### src/mem_stage_pkg.sv
`default_nettype none

package mem_stage_pkg;

    // ------------------------------
    // Widths
    // ------------------------------
    localparam int DATA_WIDTH     = 32;
    localparam int BYTE_LANES     = DATA_WIDTH / 8;
    localparam int REG_ADDR_WIDTH = 5;
    localparam int OFFSET_WIDTH   = 3;

    typedef enum logic [1:0] {
        MEM_OP_NOP   = 2'd0,
        MEM_OP_LOAD  = 2'd1,
        MEM_OP_STORE = 2'd2
    } mem_op_t;

    // ------------------------------
    // Payloads
    // ------------------------------
    typedef struct packed {
        mem_op_t                   op;
        logic [REG_ADDR_WIDTH-1:0] dest_reg_addr;
        logic [OFFSET_WIDTH-1:0]   dest_offset_addr;
        logic [DATA_WIDTH-1:0]     a;               // Store data.
        logic [DATA_WIDTH-1:0]     mem_base_addr;
        logic [DATA_WIDTH-1:0]     mem_offset_addr;
    } memory_command_t;

    typedef struct packed {
        logic [REG_ADDR_WIDTH-1:0] dest_reg_addr;
        logic [OFFSET_WIDTH-1:0]   dest_offset_addr;
    } partial_result_t;

    typedef struct packed {
        logic                  read_enable;
        logic [BYTE_LANES-1:0] write_enable;
        logic [DATA_WIDTH-1:0] addr;         // Byte address.
        logic [DATA_WIDTH-1:0] data;
    } mem_request_t;

    typedef struct packed {
        logic [REG_ADDR_WIDTH-1:0] dest_reg_addr;
        logic [OFFSET_WIDTH-1:0]   dest_offset_addr;
        logic [DATA_WIDTH-1:0]     data;
    } load_result_t;

endpackage

`default_nettype wire

### src/stream_intf.sv
`timescale 1ns/1ns
`default_nettype none

// Valid/ready stream. A transfer happens when both are high at a clock edge.
interface stream_intf #(
    parameter type T = logic
);

    logic valid;
    logic ready;
    T     payload;

    modport in (
        input  valid,
        input  payload,
        output ready
    );

    modport out (
        output valid,
        output payload,
        input  ready
    );

endinterface

`default_nettype wire

### src/flow_fork.sv
`timescale 1ns/1ns
`default_nettype none

module flow_fork #(
    parameter int NUM_OUTPUTS = 2
)(
    input  logic                   clk,
    input  logic                   rst_n,

    input  logic                   in_valid,
    output logic                   in_ready,

    output logic [NUM_OUTPUTS-1:0] out_valid,
    input  logic [NUM_OUTPUTS-1:0] out_ready,

    input  logic [NUM_OUTPUTS-1:0] produce,
    output logic                   consume
);

    logic [NUM_OUTPUTS-1:0] served;  // Outputs that took the current item.
    logic [NUM_OUTPUTS-1:0] pending;

    assign pending   = produce & ~served;
    assign out_valid = {NUM_OUTPUTS{in_valid}} & pending;

    // Done once every wanted output is either served or taking it now.
    assign in_ready = &(~pending | out_ready);
    assign consume  = in_valid & in_ready;

    always_ff @(posedge clk or negedge rst_n) begin
        if (!rst_n) begin
            served <= '0;
        end else if (consume) begin
            served <= '0;
        end else begin
            served <= served | (out_valid & out_ready);
        end
    end

endmodule

`default_nettype wire

### src/output_stage.sv
`timescale 1ns/1ns
`default_nettype none

module output_stage #(
    parameter type T    = logic,
    parameter int  MODE = 1
)(
    input logic     clk,
    input logic     rst_n,

    stream_intf.in  stream_in,
    stream_intf.out stream_out
);

    generate
        if (MODE == 0) begin : g_pass
            assign stream_out.valid   = stream_in.valid;
            assign stream_out.payload = stream_in.payload;
            assign stream_in.ready    = stream_out.ready;
        end else begin : g_reg
            logic main_valid;
            logic skid_valid;
            T     main_data;
            T     skid_data;
            logic in_fire;
            logic main_load;

            assign stream_in.ready    = ~skid_valid;  // Registered ready.
            assign stream_out.valid   = main_valid;
            assign stream_out.payload = main_data;

            assign in_fire   = stream_in.valid & ~skid_valid;
            assign main_load = ~main_valid | stream_out.ready;

            always_ff @(posedge clk or negedge rst_n) begin
                if (!rst_n) begin
                    main_valid <= 1'b0;
                    skid_valid <= 1'b0;
                end else if (main_load) begin
                    main_valid <= skid_valid | in_fire;
                    skid_valid <= 1'b0;
                end else if (in_fire) begin
                    skid_valid <= 1'b1;  // Main is stalled so the item waits here.
                end
            end

            always_ff @(posedge clk) begin
                if (main_load) begin
                    main_data <= skid_valid ? skid_data : stream_in.payload;
                end else if (in_fire) begin
                    skid_data <= stream_in.payload;
                end
            end
        end
    endgenerate

endmodule

`default_nettype wire

### src/memory_command_unit.sv
`timescale 1ns/1ns
`default_nettype none

module memory_command_unit #(
    parameter int OUTPUT_REGISTER_MODE = 1
)(
    input logic     clk,
    input logic     rst_n,

    stream_intf.in  memory_command,        // memory_command_t
    stream_intf.out memory_request,        // mem_request_t
    stream_intf.out partial_memory_result  // partial_result_t
);

    stream_intf #(.T(mem_stage_pkg::mem_request_t))    next_request ();
    stream_intf #(.T(mem_stage_pkg::partial_result_t)) next_partial ();

    mem_stage_pkg::mem_request_t    request;
    mem_stage_pkg::partial_result_t partial;

    logic       is_load;
    logic [1:0] fork_valid;
    logic [1:0] fork_ready;

    // ------------------------------
    // Fork into request and partial
    // ------------------------------
    flow_fork #(
        .NUM_OUTPUTS(2)
    ) flow_fork_inst (
        .clk,
        .rst_n,
        .in_valid  (memory_command.valid),
        .in_ready  (memory_command.ready),
        .out_valid (fork_valid),
        .out_ready (fork_ready),
        .produce   ({1'b1, is_load}),  // Every command makes a request.
        .consume   ()
    );

    assign next_request.valid   = fork_valid[1];
    assign next_partial.valid   = fork_valid[0];
    assign fork_ready           = {next_request.ready, next_partial.ready};
    assign next_request.payload = request;
    assign next_partial.payload = partial;

    output_stage #(
        .T    (mem_stage_pkg::mem_request_t),
        .MODE (OUTPUT_REGISTER_MODE)
    ) request_stage_inst (
        .clk,
        .rst_n,
        .stream_in  (next_request),
        .stream_out (memory_request)
    );

    output_stage #(
        .T    (mem_stage_pkg::partial_result_t),
        .MODE (OUTPUT_REGISTER_MODE)
    ) partial_stage_inst (
        .clk,
        .rst_n,
        .stream_in  (next_partial),
        .stream_out (partial_memory_result)
    );

    // ------------------------------
    // Decode
    // ------------------------------
    always_comb begin
        is_load                  = 1'b0;
        partial.dest_reg_addr    = memory_command.payload.dest_reg_addr;
        partial.dest_offset_addr = memory_command.payload.dest_offset_addr;

        request.read_enable  = 1'b0;
        request.write_enable = '0;
        request.data         = memory_command.payload.a;
        request.addr         = memory_command.payload.mem_base_addr
                             + memory_command.payload.mem_offset_addr;

        case (memory_command.payload.op)
            mem_stage_pkg::MEM_OP_LOAD: begin
                is_load             = 1'b1;
                request.read_enable = 1'b1;
            end
            mem_stage_pkg::MEM_OP_STORE: begin
                request.write_enable = '1;  // Full word.
            end
            default: ;
        endcase
    end

endmodule

`default_nettype wire

### src/data_memory.sv
`timescale 1ns/1ns
`default_nettype none

module data_memory #(
    parameter int MEM_ADDR_WIDTH = 6
)(
    input logic     clk,
    input logic     rst_n,

    stream_intf.in  request,  // mem_request_t
    stream_intf.out response  // Read data word.
);

    localparam int NUM_WORDS = 2 ** MEM_ADDR_WIDTH;
    localparam int DW        = mem_stage_pkg::DATA_WIDTH;

    logic [DW-1:0]             words [NUM_WORDS];
    logic [DW-1:0]             response_data;
    logic                      response_valid;
    logic [MEM_ADDR_WIDTH-1:0] word_index;
    logic                      request_fire;
    logic                      read_fire;

    // Upper address bits wrap.
    assign word_index = request.payload.addr[MEM_ADDR_WIDTH+1:2];

    // Accept while the response register is empty or draining.
    assign request.ready = ~response_valid | response.ready;
    assign request_fire  = request.valid & request.ready;
    assign read_fire     = request_fire & request.payload.read_enable;

    assign response.valid   = response_valid;
    assign response.payload = response_data;

    always_ff @(posedge clk or negedge rst_n) begin
        if (!rst_n) begin
            response_valid <= 1'b0;
        end else if (read_fire) begin
            response_valid <= 1'b1;
        end else if (response.ready) begin
            response_valid <= 1'b0;
        end
    end

    // ------------------------------
    // Storage
    // ------------------------------
    always_ff @(posedge clk) begin
        if (read_fire) begin
            response_data <= words[word_index];
        end
        if (request_fire) begin
            for (int lane = 0; lane < mem_stage_pkg::BYTE_LANES; lane++) begin
                if (request.payload.write_enable[lane]) begin
                    words[word_index][lane*8 +: 8] <= request.payload.data[lane*8 +: 8];
                end
            end
        end
    end

endmodule

`default_nettype wire

### src/load_result_join.sv
`timescale 1ns/1ns
`default_nettype none

module load_result_join #(
    parameter int PENDING_DEPTH = 4
)(
    input logic     clk,
    input logic     rst_n,

    stream_intf.in  partial,   // partial_result_t
    stream_intf.in  response,  // Read data word.
    stream_intf.out result     // load_result_t
);

    localparam int PTR_WIDTH   = (PENDING_DEPTH > 1) ? $clog2(PENDING_DEPTH) : 1;
    localparam int COUNT_WIDTH = $clog2(PENDING_DEPTH + 1);

    mem_stage_pkg::partial_result_t entries [PENDING_DEPTH];
    mem_stage_pkg::partial_result_t head;

    logic [PTR_WIDTH-1:0]   wr_ptr;
    logic [PTR_WIDTH-1:0]   rd_ptr;
    logic [COUNT_WIDTH-1:0] count;
    logic                   not_empty;
    logic                   push;
    logic                   pop;

    function automatic logic [PTR_WIDTH-1:0] next_ptr(input logic [PTR_WIDTH-1:0] ptr);
        if (ptr == PTR_WIDTH'(PENDING_DEPTH - 1)) begin
            return '0;
        end
        return ptr + 1'b1;
    endfunction

    assign not_empty     = (count != '0);
    assign partial.ready = (count != COUNT_WIDTH'(PENDING_DEPTH));
    assign push          = partial.valid & partial.ready;

    // ------------------------------
    // Join
    // ------------------------------
    assign head           = entries[rd_ptr];
    assign result.valid   = not_empty & response.valid;
    assign response.ready = not_empty & result.ready;
    assign pop            = result.valid & result.ready;

    assign result.payload = '{
        dest_reg_addr:    head.dest_reg_addr,
        dest_offset_addr: head.dest_offset_addr,
        data:             response.payload
    };

    always_ff @(posedge clk or negedge rst_n) begin
        if (!rst_n) begin
            wr_ptr <= '0;
            rd_ptr <= '0;
            count  <= '0;
        end else begin
            if (push) wr_ptr <= next_ptr(wr_ptr);
            if (pop) rd_ptr <= next_ptr(rd_ptr);
            count <= count + COUNT_WIDTH'(push) - COUNT_WIDTH'(pop);
        end
    end

    always_ff @(posedge clk) begin
        if (push) begin
            entries[wr_ptr] <= partial.payload;
        end
    end

endmodule

`default_nettype wire

### src/mem_stage_top.sv
`timescale 1ns/1ns
`default_nettype none

module mem_stage_top #(
    parameter int OUTPUT_REGISTER_MODE = 1,
    parameter int MEM_ADDR_WIDTH       = 6,
    parameter int PENDING_DEPTH        = 4
)(
    input  logic                                    clk,
    input  logic                                    rst_n,

    input  logic                                    cmd_valid,
    output logic                                    cmd_ready,
    input  mem_stage_pkg::mem_op_t                  cmd_op,
    input  logic [mem_stage_pkg::REG_ADDR_WIDTH-1:0] cmd_dest_reg_addr,
    input  logic [mem_stage_pkg::OFFSET_WIDTH-1:0]  cmd_dest_offset_addr,
    input  logic [mem_stage_pkg::DATA_WIDTH-1:0]    cmd_data,
    input  logic [mem_stage_pkg::DATA_WIDTH-1:0]    cmd_base_addr,
    input  logic [mem_stage_pkg::DATA_WIDTH-1:0]    cmd_offset_addr,

    output logic                                    result_valid,
    input  logic                                    result_ready,
    output logic [mem_stage_pkg::REG_ADDR_WIDTH-1:0] result_dest_reg_addr,
    output logic [mem_stage_pkg::OFFSET_WIDTH-1:0]  result_dest_offset_addr,
    output logic [mem_stage_pkg::DATA_WIDTH-1:0]    result_data
);

    stream_intf #(.T(mem_stage_pkg::memory_command_t))        command_stream ();
    stream_intf #(.T(mem_stage_pkg::mem_request_t))           request_stream ();
    stream_intf #(.T(mem_stage_pkg::partial_result_t))        partial_stream ();
    stream_intf #(.T(logic [mem_stage_pkg::DATA_WIDTH-1:0]))  response_stream ();
    stream_intf #(.T(mem_stage_pkg::load_result_t))           result_stream ();

    // ------------------------------
    // Port packing
    // ------------------------------
    assign command_stream.valid   = cmd_valid;
    assign cmd_ready              = command_stream.ready;
    assign command_stream.payload = '{
        op:               cmd_op,
        dest_reg_addr:    cmd_dest_reg_addr,
        dest_offset_addr: cmd_dest_offset_addr,
        a:                cmd_data,
        mem_base_addr:    cmd_base_addr,
        mem_offset_addr:  cmd_offset_addr
    };

    assign result_valid            = result_stream.valid;
    assign result_stream.ready     = result_ready;
    assign result_dest_reg_addr    = result_stream.payload.dest_reg_addr;
    assign result_dest_offset_addr = result_stream.payload.dest_offset_addr;
    assign result_data             = result_stream.payload.data;

    memory_command_unit #(
        .OUTPUT_REGISTER_MODE(OUTPUT_REGISTER_MODE)
    ) memory_command_unit_inst (
        .clk,
        .rst_n,
        .memory_command        (command_stream),
        .memory_request        (request_stream),
        .partial_memory_result (partial_stream)
    );

    data_memory #(
        .MEM_ADDR_WIDTH(MEM_ADDR_WIDTH)
    ) data_memory_inst (
        .clk,
        .rst_n,
        .request  (request_stream),
        .response (response_stream)
    );

    load_result_join #(
        .PENDING_DEPTH(PENDING_DEPTH)
    ) load_result_join_inst (
        .clk,
        .rst_n,
        .partial  (partial_stream),
        .response (response_stream),
        .result   (result_stream)
    );

endmodule

`default_nettype wire

### config.mk
export PLATFORM = sky130hd
export DESIGN_NAME = mem_stage_top
export DESIGN_NICKNAME = d
export VERILOG_FILES = /design/src/mem_stage_pkg.sv /design/src/stream_intf.sv /design/src/flow_fork.sv /design/src/output_stage.sv /design/src/memory_command_unit.sv /design/src/data_memory.sv /design/src/load_result_join.sv /design/src/mem_stage_top.sv
export SDC_FILE = /design/constraint.sdc
export NUM_CORES = 2
export LEC_CHECK = 0
export ABC_AREA = 1
export BUFFER_PORTS_ARGS = -buffer_cell sky130_fd_sc_hd__buf_2
export CAP_MARGIN = 20
export CORE_ASPECT_RATIO = 0.9
export CORE_UTILIZATION = 44
export DETAILED_ROUTE_END_ITERATION = 7
export PLACE_DENSITY = 0.6
export SYNTH_ARGS = -nofsm -noshare
export SYNTH_HDL_FRONTEND = slang
export SYNTH_SLANG_ARGS = --single-unit
export TNS_END_PERCENT = 30
### constraint.sdc
create_clock -name clk -period 7 [get_ports clk]
set_clock_uncertainty 0.15 [all_clocks]
set_input_delay 0.35 -clock clk [delete_from_list [all_inputs] [get_ports clk]]
set_output_delay 0.35 -clock clk [all_outputs]
set_load 0.05 [all_outputs]
==> results.yml <==
sta:
  clock.fmax_mhz: 239
  fin_crit_sh_pct: 59.7
  drv_slew: 0
  rsz0062_at_grt: "no"
  hold_viol: 0
  min_period_ns: 4.18
  fin_setup_tns_ns: 0
  setup_viol: 0
  tightest_slew_ns: 1.18
  timing.final.ws_setup_ns: 2.82
  relSlewSlack_pct: 21.4
die:
  row_count: 159
  dieArea_um2: 212000
  die_h_um: 437
  pin_count: 152
  start_util_pct: 44.3
  die_w_um: 485
  core_um2: 209000
clock_network:
  cts_resized: 0
  cts_made_buffers: 224
  clock_latency_ns: 0.85
  hold_buffers: 64
  clk_pin_slew_ns: 0.06
  cts_tree: "yes"
  cts_root_buf: "clkbuf_16"
  htree_levels: 4
  clock-sinks: 2222
  cts_setup_buffers: 0
  cts_max_path_buffers: 3
synth:
  yosysTopAreaCell: "edfxtp_1"
  synthArstFlopShare_pct: 0.630
  avgSynthCellArea_um2: 10.7
  synthTopCellsByCount: "nand2_1, edfxtp_1, nand4_1, buf_2, nor2_1"
  syn-instance-count: 8663
  yosys_warnings: 0
  ys_top_cells_by_area: "edfxtp_1, nand2_1, nand4_1"
  synth_top_area_share_pct: 71.6
  ys_ff_latch: 2222
  synth-edff-count: 2208
  yosysMostFrequentCell: "nand2_1"
  synth_cell_types: 31
  syn_nets: 8787
  ys_seq_area_share_pct: 72.0
  netlist_area_um2: 92600
  ys.flop_type: "edfxtp_1"
placement:
  hpwl_um: 137000
  place.gp.congestion: 0.852
  port_buffers: 103
  dpl_cell_area_um2: 96300
  pre_cts_ws_ns: 2.90
  dpl.cell_count: 11200
route:
  drc: 0
  route.detailed.wl_per_inst_um: 22.7
  viasPerCell: 5.32
  dr.pass1.iters: 6
  antenna_left: 0
  drt_wl_total_um: 264000
  drtIter0Drc: 6820
  num_vias: 62000
grt:
  grt_pass1_vias: 58000
  grt_first_pass_wirelength_um: 386000
  grt_max_degree: 194
  grt_use_total_pct: 24.7
  grt-ovfl-total: 0
  antenna_found_initial: 8
critical_path:
  crit_required_ns: 7.59
  crit_arrival_ns: 4.77
  crit_path_end_kind: "flip-flop"
  path_common_cell: "nand2_1"
  path_max_fanout: 81
  critPathTopFamily: "buffers and inverters"
  cp-start-kind: "flip-flop"
  cpPeakStageDelay_ns: 0.93
  cp_slowest_cell: "buf_4"
  path_cells: "buf_4 > buf_4 > buf_4 > nand4_1 > nand2_1 > nor2_1 > nand2_1 > nand2_1 > nand2_1 > nor2_1 > nand2_1"
  crit_type: "reg2reg"
  cp_num_buf_inv: 3
worst_hold_path:
  worstHoldPathType: "in2reg"
cells_and_area:
  final_cell_count_no_fill: 11700
  layout.nets: 8855
  drive_gt1_share_pct: 7.27
  final_cell_area_um2: 104000
  area_delta_synth_final_pct: 12.2
power_and_ir_drop:
  vdd_ir_drop_max_mv: 0.241
  switching_power_mw: 11.4
  power_leakage_nw: 41.9
  p_per_area_nw_per_um2: 335
  combPwrFrac_pct: 23.3
  pwr-share-seq_pct: 44.0
  power_frac_clock_pct: 32.7
  internal_power_mw: 23.4
  swShare_pct: 32.8
outcome:
  status: "completed"
run:
  maxCapViolations: 0
## worst reg2reg max path: cells and delay by family, from the launching register on
family	cells	cell delay, ns
DFF	1	0.48
and+or+nand+nor	8	0.99
buffers and inverters	3	2.44
## path summary, 6_finish.rpt
path	end	from	cells after the start	slack, ns
max	data_memory_inst.response.payload[18]$_DFFE_PP_	flip-flop	11	2.82
min	flip-flop	cmd_dest_reg_addr[4]	2	0.08
max reg2reg	data_memory_inst.response.payload[18]$_DFFE_PP_	flip-flop	11	2.82
min reg2reg	load_result_join_inst.entries[0][2]$_DFFE_PP_	flip-flop	0	0.35
max in group asynchronous	memory_command_unit_inst.flow_fork_inst.served[0]$_DFF_PN0_	rst_n	3	5.78
min in group asynchronous	load_result_join_inst.count[1]$_DFF_PN0_	rst_n	3	0.47
## routing by layer
layer	GRT usage (%)	wire, um	up-vias
li1	-	-	29100
met1	35.1	113000	30000
met2	37.6	118000	2517
met3	4.25	23300	391
met4	9.92	10700	4
met5	0	28	-
## flip-flops by register name, summed over array words and instances, names as in the netlist, named ones only
signal / count
load_result_join_inst.count: 3
memory_command_unit_inst.request_stage_inst.g_reg.skid_valid: 1
data_memory_inst.response.valid: 1
load_result_join_inst.wr_ptr: 2
memory_command_unit_inst.request_stage_inst.stream_out.valid: 1
data_memory_inst.response.payload: 32
memory_command_unit_inst.request_stage_inst.g_reg.skid_data: 40
memory_command_unit_inst.flow_fork_inst.served: 2
data_memory_inst.words: 2048
load_result_join_inst.entries: 32
memory_command_unit_inst.partial_stage_inst.g_reg.skid_valid: 1
memory_command_unit_inst.partial_stage_inst.g_reg.skid_data: 8
memory_command_unit_inst.partial_stage_inst.stream_out.valid: 1
load_result_join_inst.rd_ptr: 2
## per-stage QoR
stage | power (mW) | util, % | hold WS [ns]
2_1_floorplan | 20.7 | - | -0.0956
3_3_place_gp | 23.5 | 46.1 | 0.124
3_5_place_dp | 23.6 | 46.1 | 0.128
4_1_cts | 34.9 | 49.7 | 0.00409
5_1_grt | 36.2 | 49.7 | 0.0503
6_report | 34.8 | 49.7 | 0.0766
## cells by family after synthesis
logic type                 synth area share [%]
DFF                                        72.0
buffers and inverters                      2.57
xor gates and xnor gates                 0.0568
AOI/OAI and AO/OA                         0.234
and+or+nand+nor                            24.9
adders and majority gates                 0.197
## power groups by stage
stage,registers [mW],clock network [mW],logic (mW)
after floorplan,15.8,0,4.89
after global placement,15.6,0,7.88
after detailed placement,15.6,0,7.96
after CTS,15.3,11.5,8.03
after global routing,15.3,12.0,8.89
final,15.3,11.4,8.11
## placed cells by master (no fill, tap or decap), types with 14 or more instances in the layout
master,count
clkbuf_16,229
dfrtp_1,14
clkinv_1,48
buf_12,14
o21ai_0,22
nor2_1,202
edfxtp_1,2208
clkbuf_1,65
buf_2,103
nand4_1,434
inv_1,43
dlygate4sd3_1,64
clkinv_2,37
nand2_1,5114
nor2_4,65
buf_4,154
## area by class of cell
type | instances | area [um2]
fillers | 18300 | 105000
flip-flops and latches | 2222 | 66700
multi-input cells | 5899 | 24100
clock buffers | 297 | 6020
well taps | 2737 | 3420
repair buffers | 336 | 2620
clock inverters | 110 | 882
inverters | 48 | 203
diodes | 2 | 5.00
No activity file was read; power rests on OpenSTA's default activity.
